`src/source/rv_decode_consts.svh`:
```
`ifndef RV_DECODE_CONSTS_SVH
`define RV_DECODE_CONSTS_SVH

// major opcodes, instruction bits [6:2]
`define RV32_OPC_LOAD       5'b00000
`define RV32_OPC_STORE      5'b01000
`define RV32_OPC_OP_IMM     5'b00100
`define RV32_OPC_OP         5'b01100
`define RV32_OPC_LUI        5'b01101
`define RV32_OPC_AUIPC      5'b00101
`define RV32_OPC_BRANCH     5'b11000
`define RV32_OPC_JAL        5'b11011
`define RV32_OPC_JALR       5'b11001
`define RV32_OPC_SYSTEM     5'b11100

// low opcode bits of a 32-bit encoding
`define RV32_OPC_DET        2'b11

// field positions (lsb of each field)
`define RV32_OPC_LSB        2
`define RV32_RD_LSB         7
`define RV32_F3_LSB         12
`define RV32_RS1_LSB        15
`define RV32_RS2_LSB        20
`define RV32_F7_LSB         25
`define RV32_F12_LSB        20

// funct12 of SYSTEM with funct3 == 0
`define RV32_F12_ECALL      12'h000
`define RV32_F12_EBREAK     12'h001
`define RV32_F12_MRET       12'h302

// no compressed support, so always one word
`define RV32_PC_STEP        4

`endif

```
`src/source/rv_decode_pkg.sv`:
```
package rv_decode_pkg;

    typedef struct packed {
        logic add_override;
        logic op1_inv_or_ecmp_inv;
        logic op2_inverse;
        logic group_mux;
        logic div_mux;
    } alu_ctrl_t;

    // alu result group select
    typedef struct packed {
        logic cmp;
        logic bits;
        logic shift;
        logic arith;
    } alu_res_t;

    // writeback source
    typedef struct packed {
        logic memory;
        logic pc_next;
        logic alu;
    } res_src_t;

    typedef struct packed {
        logic r;
        logic i;
        logic j;
    } src_op2_t;

    // one bit per group or sub-op, filled by the classifier
    typedef struct packed {
        logic load;
        logic store;
        logic op_imm;
        logic op_reg;
        logic mul;
        logic lui;
        logic auipc;
        logic branch;
        logic jal;
        logic jalr;
        logic system;
        logic ecall;
        logic ebreak;
        logic mret;
        logic csr_req;
        logic sra_any;
        logic cmp_any;
        logic bits_any;
        logic shift_any;
        logic arith_any;
        logic full;
    } inst_class_t;

endpackage

```
`src/source/rv_decode_latch.sv`:
```
`timescale 1ns/1ps

module rv_decode_latch
#(
    parameter int IADDR_SPACE_BITS = 32
)
(
    input  logic                        i_clk,
    input  logic                        i_rst,
    input  logic                        i_flush,
    input  logic                        i_stall,
    input  logic                        i_ready,
    input  logic [31:0]                 i_instruction,
    input  logic [IADDR_SPACE_BITS-1:0] i_pc,
    input  logic                        i_branch_pred,
    output logic [31:0]                 o_instruction,
    output logic [IADDR_SPACE_BITS-1:0] o_pc,
    output logic                        o_branch_pred,
    output logic                        o_valid
);

    logic [31:0] instr_gated;
    logic        clear;

    // empty slot decodes as all-zero
    assign instr_gated = i_ready ? i_instruction : 32'd0;
    assign clear       = i_rst | i_flush;

    always_ff @(posedge i_clk)
    begin
        if (clear)
        begin
            o_instruction <= '0;
            o_branch_pred <= 1'b0;
            o_valid       <= 1'b0;
        end
        else if (!i_stall)
        begin
            o_instruction <= instr_gated;
            o_branch_pred <= i_branch_pred;
            o_valid       <= i_ready;
        end
    end

    // pc only follows a real load
    always_ff @(posedge i_clk)
    begin
        if (!clear && !i_stall)
        begin
            o_pc <= i_pc;
        end
    end

    a_clear_empties_slot: assert property (@(posedge i_clk)
        clear |=> (!o_valid && (o_instruction == 32'd0)));

endmodule

```
`src/source/rv_imm_gen.sv`:
```
`timescale 1ns/1ps

module rv_imm_gen
(
    input  logic [31:0]               i_instruction,
    input  rv_decode_pkg::inst_class_t i_class,
    output logic [31:0]               o_imm_i,
    output logic [31:0]               o_imm_j
);

    logic [31:0] imm_i;
    logic [31:0] imm_s;
    logic [31:0] imm_b;
    logic [31:0] imm_u;
    logic [31:0] imm_j;

    assign imm_i = {{21{i_instruction[31]}}, i_instruction[30:20]};
    assign imm_s = {{21{i_instruction[31]}}, i_instruction[30:25], i_instruction[11:7]};

    // branch and jump offsets are half-word aligned
    assign imm_b = {{20{i_instruction[31]}}, i_instruction[7], i_instruction[30:25],
                    i_instruction[11:8], 1'b0};
    assign imm_j = {{12{i_instruction[31]}}, i_instruction[19:12], i_instruction[20],
                    i_instruction[30:21], 1'b0};
    assign imm_u = {i_instruction[31:12], 12'd0};

    always_comb
    begin
        if (i_class.lui || i_class.auipc)
        begin
            o_imm_i = imm_u;
        end
        else if (i_class.store)
        begin
            o_imm_i = imm_s;
        end
        else
        begin
            o_imm_i = imm_i;
        end
    end

    assign o_imm_j = i_class.jal ? imm_j : imm_b;

endmodule

```
`src/source/rv_inst_classify.sv`:
```
`timescale 1ns/1ps

`include "rv_decode_consts.svh"

module rv_inst_classify
#(
    parameter logic EXTENSION_M     = 1'b1,
    parameter logic EXTENSION_Zicsr = 1'b1
)
(
    input  logic [31:0]                i_instruction,
    input  logic                       i_valid,
    output rv_decode_pkg::inst_class_t o_class,
    output logic                       o_supported
);

    logic [4:0]  opc;
    logic [2:0]  funct3;
    logic [6:0]  funct7;
    logic [11:0] funct12;
    logic        full;
    logic        alu_grp;
    logic        sys_f3_zero;

    assign opc     = i_instruction[`RV32_OPC_LSB +: 5];
    assign funct3  = i_instruction[`RV32_F3_LSB +: 3];
    assign funct7  = i_instruction[`RV32_F7_LSB +: 7];
    assign funct12 = i_instruction[`RV32_F12_LSB +: 12];
    assign full    = (i_instruction[1:0] == `RV32_OPC_DET);

    // major groups
    assign o_class.full    = full;
    assign o_class.load    = full & (opc == `RV32_OPC_LOAD);
    assign o_class.store   = full & (opc == `RV32_OPC_STORE);
    assign o_class.op_imm  = full & (opc == `RV32_OPC_OP_IMM);
    assign o_class.op_reg  = full & (opc == `RV32_OPC_OP) & ~funct7[0];
    assign o_class.mul     = full & (opc == `RV32_OPC_OP) & funct7[0] & EXTENSION_M;
    assign o_class.lui     = full & (opc == `RV32_OPC_LUI);
    assign o_class.auipc   = full & (opc == `RV32_OPC_AUIPC);
    assign o_class.branch  = full & (opc == `RV32_OPC_BRANCH);
    assign o_class.jal     = full & (opc == `RV32_OPC_JAL);
    assign o_class.jalr    = full & (opc == `RV32_OPC_JALR) & (funct3 == 3'b000);
    assign o_class.system  = full & (opc == `RV32_OPC_SYSTEM);

    // privileged ops share funct3 == 0
    assign sys_f3_zero     = o_class.system & (funct3 == 3'b000);
    assign o_class.ecall   = sys_f3_zero & (funct12 == `RV32_F12_ECALL);
    assign o_class.ebreak  = sys_f3_zero & (funct12 == `RV32_F12_EBREAK);
    assign o_class.mret    = sys_f3_zero & (funct12 == `RV32_F12_MRET);
    assign o_class.csr_req = o_class.system & (funct3 != 3'b000) & EXTENSION_Zicsr;

    // sub-ops of the integer alu groups
    assign alu_grp = o_class.op_imm | o_class.op_reg;

    assign o_class.sra_any   = alu_grp & (funct3 == 3'b101) & funct7[5];
    assign o_class.shift_any = alu_grp & (funct3[1:0] == 2'b01);
    assign o_class.cmp_any   = o_class.branch | (alu_grp & (funct3[2:1] == 2'b01));
    assign o_class.bits_any  = alu_grp & funct3[2] & (funct3[1:0] != 2'b01);
    assign o_class.arith_any = (alu_grp & (funct3 == 3'b000)) | o_class.load
                             | o_class.store;

    // an empty slot is never flagged
    always_comb
    begin
        o_supported = ~i_valid;
        o_supported = o_supported | o_class.load | o_class.store | o_class.op_imm;
        o_supported = o_supported | o_class.op_reg | o_class.mul;
        o_supported = o_supported | o_class.lui | o_class.auipc | o_class.branch;
        o_supported = o_supported | o_class.jal | o_class.jalr;
        o_supported = o_supported | o_class.ecall | o_class.ebreak | o_class.csr_req;
        o_supported = o_supported | (o_class.mret & EXTENSION_Zicsr);
    end

endmodule

```
`src/source/rv_ctrl_gen.sv`:
```
`timescale 1ns/1ps

module rv_ctrl_gen
(
    input  rv_decode_pkg::inst_class_t i_class,
    input  logic [2:0]                 i_funct3,
    input  logic                       i_funct7_b5,
    input  logic                       i_stall,
    output rv_decode_pkg::alu_ctrl_t   o_alu_ctrl,
    output rv_decode_pkg::alu_res_t    o_alu_res,
    output rv_decode_pkg::res_src_t    o_res_src,
    output logic                       o_op1_src,
    output rv_decode_pkg::src_op2_t    o_op2_src,
    output logic                       o_reg_write,
    output logic                       o_csr_imm_sel,
    output logic                       o_csr_write,
    output logic                       o_csr_set,
    output logic                       o_csr_clear,
    output logic                       o_csr_read
);

    logic addr_calc;
    logic slt_like;
    logic imm_op2;

    // alu only forms an address or a sum
    assign addr_calc = i_class.lui | i_class.auipc | i_class.jal | i_class.load
                     | i_class.store;
    assign slt_like  = (i_class.op_imm | i_class.op_reg) & (i_funct3[2:1] == 2'b01);
    assign imm_op2   = i_class.jalr | i_class.load | i_class.op_imm | i_class.lui
                     | i_class.auipc | i_class.store;

    assign o_alu_ctrl.add_override        = addr_calc;
    assign o_alu_ctrl.op1_inv_or_ecmp_inv = i_class.branch & i_funct3[0];
    assign o_alu_ctrl.group_mux           = i_class.mul;
    assign o_alu_ctrl.div_mux             = i_class.mul & i_funct3[2];

    // compares and arithmetic shift need inverted op2, sub comes from funct7
    always_comb
    begin
        if (i_class.branch || slt_like || i_class.sra_any)
        begin
            o_alu_ctrl.op2_inverse = 1'b1;
        end
        else if (addr_calc || i_class.op_imm)
        begin
            o_alu_ctrl.op2_inverse = 1'b0;
        end
        else
        begin
            o_alu_ctrl.op2_inverse = i_funct7_b5;
        end
    end

    assign o_alu_res.cmp   = i_class.cmp_any;
    assign o_alu_res.bits  = i_class.bits_any;
    assign o_alu_res.shift = i_class.shift_any;
    assign o_alu_res.arith = i_class.arith_any;

    assign o_res_src.memory  = i_class.load;
    assign o_res_src.pc_next = i_class.jal | i_class.jalr;
    assign o_res_src.alu     = ~(i_class.load | i_class.jal | i_class.jalr);

    assign o_op1_src   = i_class.auipc | i_class.jal;
    assign o_op2_src.j = i_class.jal;
    assign o_op2_src.i = imm_op2;
    assign o_op2_src.r = ~(imm_op2 | i_class.jal);

    assign o_reg_write = i_class.full & ~(i_class.branch | i_class.store);

    // csr strobes, the writes must not fire twice across a stall
    assign o_csr_imm_sel = i_class.csr_req & i_funct3[2];
    assign o_csr_read    = i_class.system & (i_funct3 != 3'b000);
    assign o_csr_write   = i_class.system & (i_funct3[1:0] == 2'b01) & ~i_stall;
    assign o_csr_set     = i_class.system & (i_funct3[1:0] == 2'b10) & ~i_stall;
    assign o_csr_clear   = i_class.system & (i_funct3[1:0] == 2'b11) & ~i_stall;

endmodule

```
`src/source/rv_decode.sv`:
```
`timescale 1ns/1ps

`include "rv_decode_consts.svh"

module rv_decode
#(
    parameter int   IADDR_SPACE_BITS = 32,
    parameter logic EXTENSION_M      = 1'b1,
    parameter logic EXTENSION_Zicsr  = 1'b1
)
(
    input  logic                        i_clk,
    input  logic                        i_rst,
    input  logic                        i_stall,
    input  logic                        i_flush,
    input  logic                        i_ready,
    input  logic [31:0]                 i_instruction,
    input  logic [IADDR_SPACE_BITS-1:0] i_pc,
    input  logic                        i_branch_pred,
    output logic [4:0]                  o_rs1,
    output logic [4:0]                  o_rs2,
    output logic [4:0]                  o_rd,
    output logic [2:0]                  o_funct3,
    output logic [31:0]                 o_imm_i,
    output logic [31:0]                 o_imm_j,
    output logic [IADDR_SPACE_BITS-1:0] o_pc,
    output logic [IADDR_SPACE_BITS-1:0] o_pc_next,
    output logic [IADDR_SPACE_BITS-1:0] o_csr_pc_next,
    output logic                        o_branch_pred,
    output rv_decode_pkg::alu_ctrl_t    o_alu_ctrl,
    output rv_decode_pkg::alu_res_t     o_alu_res,
    output rv_decode_pkg::res_src_t     o_res_src,
    output logic                        o_op1_src,
    output rv_decode_pkg::src_op2_t     o_op2_src,
    output logic                        o_reg_write,
    output logic                        o_csr_imm_sel,
    output logic                        o_csr_write,
    output logic                        o_csr_set,
    output logic                        o_csr_clear,
    output logic                        o_csr_read,
    output logic [11:0]                 o_csr_idx,
    output logic [4:0]                  o_csr_imm,
    output logic                        o_csr_ebreak,
    output logic                        o_inst_mret,
    output logic                        o_inst_jal,
    output logic                        o_inst_jalr,
    output logic                        o_inst_branch,
    output logic                        o_inst_store,
    output logic                        o_inst_supported,
    output logic                        o_inst_csr_req
);

    logic [31:0]                 instr;
    logic                        valid;
    logic [IADDR_SPACE_BITS-1:0] pc_next;
    rv_decode_pkg::inst_class_t  cls;

    rv_decode_latch #(
        .IADDR_SPACE_BITS (IADDR_SPACE_BITS)
    ) u_latch (
        .i_clk         (i_clk),
        .i_rst         (i_rst),
        .i_flush       (i_flush),
        .i_stall       (i_stall),
        .i_ready       (i_ready),
        .i_instruction (i_instruction),
        .i_pc          (i_pc),
        .i_branch_pred (i_branch_pred),
        .o_instruction (instr),
        .o_pc          (o_pc),
        .o_branch_pred (o_branch_pred),
        .o_valid       (valid)
    );

    rv_inst_classify #(
        .EXTENSION_M     (EXTENSION_M),
        .EXTENSION_Zicsr (EXTENSION_Zicsr)
    ) u_classify (
        .i_instruction (instr),
        .i_valid       (valid),
        .o_class       (cls),
        .o_supported   (o_inst_supported)
    );

    rv_imm_gen u_imm (
        .i_instruction (instr),
        .i_class       (cls),
        .o_imm_i       (o_imm_i),
        .o_imm_j       (o_imm_j)
    );

    rv_ctrl_gen u_ctrl (
        .i_class       (cls),
        .i_funct3      (instr[`RV32_F3_LSB +: 3]),
        .i_funct7_b5   (instr[30]),
        .i_stall       (i_stall),
        .o_alu_ctrl    (o_alu_ctrl),
        .o_alu_res     (o_alu_res),
        .o_res_src     (o_res_src),
        .o_op1_src     (o_op1_src),
        .o_op2_src     (o_op2_src),
        .o_reg_write   (o_reg_write),
        .o_csr_imm_sel (o_csr_imm_sel),
        .o_csr_write   (o_csr_write),
        .o_csr_set     (o_csr_set),
        .o_csr_clear   (o_csr_clear),
        .o_csr_read    (o_csr_read)
    );

    // lui has no rs1, the field holds immediate bits
    assign o_rs1    = cls.lui ? 5'd0 : instr[`RV32_RS1_LSB +: 5];
    assign o_rs2    = instr[`RV32_RS2_LSB +: 5];
    assign o_rd     = instr[`RV32_RD_LSB +: 5];
    assign o_funct3 = instr[`RV32_F3_LSB +: 3];

    assign o_csr_idx    = instr[`RV32_F12_LSB +: 12];
    assign o_csr_imm    = instr[`RV32_RS1_LSB +: 5];
    assign o_csr_ebreak = cls.ebreak;

    assign pc_next       = o_pc + IADDR_SPACE_BITS'(`RV32_PC_STEP);
    assign o_pc_next     = pc_next;
    assign o_csr_pc_next = pc_next;

    assign o_inst_mret    = cls.mret;
    assign o_inst_jal     = cls.jal;
    assign o_inst_jalr    = cls.jalr;
    assign o_inst_branch  = cls.branch;
    assign o_inst_store   = cls.store;
    assign o_inst_csr_req = cls.csr_req;

endmodule

```
`config.mk`:
```
export PLATFORM = sky130hd
export DESIGN_NAME = rv_decode
export DESIGN_NICKNAME = d
export VERILOG_FILES = /design/src/source/rv_decode_pkg.sv /design/src/source/rv_decode_latch.sv /design/src/source/rv_imm_gen.sv /design/src/source/rv_inst_classify.sv /design/src/source/rv_ctrl_gen.sv /design/src/source/rv_decode.sv
export VERILOG_INCLUDE_DIRS = /design/src /design/src/source
export SDC_FILE = /design/constraint.sdc
export NUM_CORES = 1
export LEC_CHECK = 0
export BUFFER_PORTS_ARGS = -buffer_cell sky130_fd_sc_hd__buf_2
export CAP_MARGIN = 20
export CORE_MARGIN = 3
export CORE_UTILIZATION = 32
export DETAILED_ROUTE_END_ITERATION = 8
export PLACE_DENSITY = 0.68
export SLEW_MARGIN = 20
export SYNTH_ARGS = -nofsm -noshare
export SYNTH_HDL_FRONTEND = slang
export SYNTH_SLANG_ARGS = --single-unit
```
`constraint.sdc`:
```
create_clock -name i_clk -period 3.9 [get_ports i_clk]
set_input_delay 0.78 -clock i_clk [delete_from_list [all_inputs] [get_ports i_clk]]
set_output_delay 0.78 -clock i_clk [all_outputs]
set_load 0.01 [all_outputs]
```
Word level (Yosys, flattened, before mapping)
Cells that the tools add are included.
{ "word_totals": {"regBits": 66, "output_inout_bits": 226, "wordCells": 116} }
{ "op_classes": {"addsub": 1, "n_eq_ne": 18, "muxes": 7, "bitwise_logic": 75, "n_reduce_logical": 11} }
{ "op_table": {"columns": ["op", "count"], "rows": [
  ["$and 1x1->1", 35],
  ["$or 1x1->1", 34],
  ["$add 32x3->32 const B", 1],
  ["$mux 32", 1],
  ["$mux 31", 1],
  ["$eq 5x5->1 const B", 4],
  ["$mux 20", 1],
  ["$eq 5x4->1 const B", 3],
  ["$eq 12x1->1 const B", 1],
  ["$eq 12x10->1 const B", 1],
  ["$logic_not 12->1", 1],
  ["$eq 5x3->1 const B", 2],
  ["$mux 5", 2],
  ["$eq 2x2->1 const B", 3],
  ["$not 1->1", 6],
  ["$logic_not 5->1", 1],
  ["$eq 2x1->1 const B", 2],
  ["$logic_or 1x1->1", 4],
  ["$eq 3x3->1 const B", 1],
  ["$logic_not 3->1", 1],
  ["$reduce_bool 3->1", 1],
  ["$logic_not 1->1", 2],
  ["$mux 1", 2],
  ["$ne 2x1->1 const B", 1],
  ["$logic_and 1x1->1", 1]
]} }

Logic depth before layout (Yosys ltp)
{ "depth": {"word_depth": 16, "ltp_mapped": 7} }

Hierarchy
A second synthesis with hierarchy kept.
{ "hier_totals": {"hier_cells": 487, "hier_area_um2": 4460.5} }
{ "modules_own_cells": {"columns": ["module", "instances", "cells_each", "area_each_um2", "seq_area_each_um2"], "rows": [
  ["rv_decode_latch", 1, 183, 2407.3, 1641.6],
  ["rv_decode", 1, 125, 889.6, 0.0],
  ["rv_imm_gen", 1, 89, 604.3, 0.0],
  ["rv_inst_classify", 1, 58, 354.1, 0.0],
  ["rv_ctrl_gen", 1, 32, 205.2, 0.0]
]} }

Worst setup path before layout
Ideal clock, no wire load.
{ "synth_timing": {"path_type": "input-to-reg", "startpoint": "in i_flush", "endpoint": "reg u_latch.o_pc[0] (enable)", "setup_time_ps": 421, "t_arrival_ps": 2808, "required_ps": 3479, "setup_slack_ps": 671, "cell_stages": 4, "cell_sequence": "or2_2 -> clkbuf_1 -> clkbuf_1 -> nor2_1"} }
{ "synth_between": {"elab_chain_cells": 3} }
{ "synth_rtl": {"columns": ["element", "line", "source"], "rows": [
  ["from (decl)", "rv_decode.sv:15", "input logic i_flush,"],
  ["$or 1x1->1", "rv_decode_latch.sv:27", "assign clear = i_rst | i_flush;"],
  ["$logic_not 1->1", "rv_decode_latch.sv:48", "if (!clear && !i_stall)"],
  ["$logic_and 1x1->1", "rv_decode_latch.sv:48", null],
  ["to (signal assigned)", "rv_decode_latch.sv:50", "o_pc <= i_pc;"],
  ["to (decl)", "rv_decode_latch.sv:17", "output logic [IADDR_SPACE_BITS-1:0] o_pc,"]
]} }
No other way between the ends.
A chain may end at the register's enable or synchronous reset.

Final worst setup path
{ "layout_timing": {"startpoint": "reg u_latch.o_instruction[6]", "endpoint": "out o_imm_j[13]"} }
{ "layout_between": {"elab_chain_cells": 3} }
{ "layout_rtl": {"columns": ["element", "line", "source"], "rows": [
  ["from (decl)", "rv_decode_latch.sv:16", "output logic [31:0] o_instruction,"],
  ["from (signal assigned)", "rv_decode_latch.sv:39", "o_instruction <= instr_gated;"],
  ["$eq 5x5->1 (no source line)", null, null],
  ["$and 1x1->1", "rv_inst_classify.sv:41", "assign o_class.jal = full & (opc == `RV32_OPC_JAL);"],
  ["$mux 20", "rv_imm_gen.sv:43", "assign o_imm_j = i_class.jal ? imm_j : imm_b;"],
  ["to (decl)", "rv_decode.sv:25", "output logic [31:0] o_imm_j,"]
]} }
No other way between the ends.

==> reports/results.tsv <==
stage	metric	value	unit
run_status	status	complete, no violations	
critical_path	Reg2Reg Setup Slack	2.90	ns
power	Leak	3.014	nW
yosys	Post-synth EDFFs	32	
yosys	cell taking the most area after synthesis	edfxtp_1	
global_route	vias in the first global route	3763	
power	internal power	1.315	mW
layout	nets	735	
layout	filler cell count	1347	
layout	register area	1642	µm²
layout	final core occ	0.4301	
placed_design	IO buf count	294	
job	# Max-Cap Violations	0	
yosys	Syn Inst Count	464	
hold_path	Hold Crit Depth	2	
global_route	Tot GR Track Use	0.1853	
clock_tree	CTS tree	yes	
timing	period utilization	0.8586	
clock_tree	hold buffer count at cts	0	
timing	Setup TNS Final	0	ns
layout	layout cell share with drive strength beyond 1	0.5007	
yosys	mapped cell area	4322	µm²
yosys	#FFs+latches synth	66	
layout	antenna fix cells	0	
timing	# setup viols final	0	
drt	1st-pass router iterations	4	
layout	Area growth syn-to-layout	28.66	%
die	Row Count	41	
die	IO Count	296	
global_route	initial antenna violation count	0	
critical_path	critical path launch point type	flop	
timing	Setup Skew	0	ns
layout	multi-input logic area	1882	µm²
yosys	Yosys top cell area share	0.2224	
power	Clock power frac	0.415	
clock_tree	Clock Sinks	66	
yosys	top cells by area, synth	edfxtp_1, dfxtp_1, buf_4	
placed_design	Setup WS pre-CTS	0.9183	ns
timing	relative slew slack	0.3932	
critical_path	arrival time at the worst endpoint	2.57	ns
power	Switching Share	0.2473	
critical_path	CP Class	reg2out	
critical_path	worst r2r src	u_latch.o_instruction[12]	
clock_tree	clock latency on the worst-skew pair	0.33	ns
die	Core ar.	12930	µm²
yosys	Synth warnings	0	
power	Tot Pwr	1.748	mW
die	Initial Utilization	0.3343	
global_route	largest net degree at the start of global routing	35	
die	width of the die	122.2	µm
yosys	Distinct cells, synth	53	
global_route	first-pass GRT wire length	21.12	mm
global_route	total gr overflow	0	
critical_path	CP Launch Point	u_latch.o_instruction[6]	
yosys	sequential share of the synthesized area	0.3798	
clock_tree	Root Driver	clkbuf_16	
die	Die Y	122.2	µm
timing	minimum clock period	3.349	ns
timing	Max Freq	0.2986	GHz
clock_tree	setup repair bufs after CTS	0	
critical_path	worst-path fanout max	17	
placed_design	DP HPWL	11.57	mm
drt	drt total wl	14.79	mm
timing	Final Slew Violations	0	
clock_tree	Reg clk slew, reported paths	0.05	ns
layout	most common cell after layout, fill and taps aside	buf_2	
power	sw power	432.2	µW
critical_path	Reg2Reg Depth	2	
layout	fin cells	839	
critical_path	CP required	3.12	ns
hold_path	Hold Crit Class	reg2reg	
critical_path	Worst setup EP type	primary output	
power	Seq pwr share	0.452	
placed_design	GPL Wtd Cong	0.7926	
clock_tree	CTS resizes	0	
power	Power Density	314.3	nW/µm²
clock_tree	CTS Buf Count	9	
drt	via count	4116	
critical_path	Critical R2R Capture	u_latch.o_instruction[12]	
layout	most frequent cells in the layout	buf_2, nor2_1, dfxtp_1	
power	Comb power frac	0.133	
drt	Routed Antenna Nets	0	
placed_design	Inst Count DP	825	
drt	DR WL/cell	17.63	µm
timing	Final Hold Viols	0	
clock_tree	CTS Buffer Depth	2	
drt	# DRC	0	
yosys	ys async rst share	0	
timing	Worst Max-Slew Pin Slew	0.9081	ns
timing	RSZ-0062 raised after global routing	false	
die	die area	14940	µm²
power	VDD IR max	0.1472	mV
timing	final worst setup slack	0.5513	ns
drt	Initial DRC Count	208	
hold_path	Min-Delay Endpoint	u_latch.o_valid	
hold_path	hold_sp	u_latch.o_valid	
clock_tree	# H-tree levels	3	
yosys	Syn Area/Cell	9.314	µm²
yosys	syn_nets	535	
yosys	ys flop type	dfxtp_1	
drt	Via density	4.906	
## cells by family (layout without fill, tap and decap cells)
kind of cell	count (synthesis)	in the layout	synth area share
flops	66	66	0.3798
fa+ha+maj	1	1	0.002895
xor+xnor	28	28	0.05674
compound gates	73	73	0.1254
simple gates	164	164	0.2203
other cells	1	1	0.0008677
mux	11	11	0.02692
buf+inv	120	323	0.1870
## synthesized netlist by cell type (5+ instances only)
cell	count
nor2b_1	17
nand4_1	10
clkbuf_1	12
nand3_1	20
nand2_1	18
mux2i_1	6
mux2_2	5
inv_1	7
buf_4	90
a21o_1	28
buf_2	10
xnor2_1	24
edfxtp_1	32
dfxtp_1	34
nor2_1	54
nor4_1	5
a22oi_1	32
a21oi_1	5
and3_1	8
## worst max path at each step
stage | end | slack, ns | cells after the start
after detailed placement | o_imm_j[18] | 0.92 | 5
final | o_imm_j[13] | 0.55 | 5
after floorplan | u_latch.o_pc[0] | 0.67 | 4
after global placement | o_imm_j[14] | 1.00 | 5
after global routing | o_imm_j[19] | 0.39 | 5
after CTS | o_imm_j[13] | 0.56 | 5
## sequential cells by signal (all words and copies together), names as in the netlist
register               count
u_latch.o_instruction     32
u_latch.o_pc              32
u_latch.o_branch_pred      1
u_latch.o_valid            1
## worst max-delay path: stages, from the launching register on
cell	delay [ns]
dfxtp_1	0.60
and3_1	0.29
and4_1	0.70
nor2b_1	0.28
a21o_1	0.22
buf_2	0.13
## final cells by class
type	instances	share of cell area
Timing Repair Buffer	302	0.2754
Clock buffer	14	0.04748
Inverter	7	0.004725
Multi-Input combinational cell	278	0.3384
Sequential cell	66	0.2952
Tap cell	172	0.03870
## layer usage
| layer | vias to the layer above | GRT usage | routed length (µm) |
|---|---|---|---|
| li1 | 1938 | - | - |
| met5 | - | 0 | 0 |
| met1 | 1923 | 0.2046 | 5606 |
| met2 | 236 | 0.3408 | 7515 |
| met4 | 0 | 0.07208 | 350 |
| met3 | 19 | 0.04516 | 1321 |
## metrics by stage
step	cell area, µm²	hold slack, ns
finish	5560	0.5012
global route	5560	0.5454
CTS	5560	0.5056
detailed placement	5296	0.4929
global placement	5296	0.4746
floorplan	4322	0.4604
## power groups by stage
stage	Clock [mW]	Combinational (mW)	Sequential, mW
5_1_grt	0.775	0.254	0.792
4_1_cts	0.750	0.236	0.789
3_5_place_dp	0	0.235	0.803
6_report	0.725	0.233	0.790
3_3_place_gp	0	0.233	0.802
2_1_floorplan	0	0.147	0.800
(Power assumes the default switching activity.)
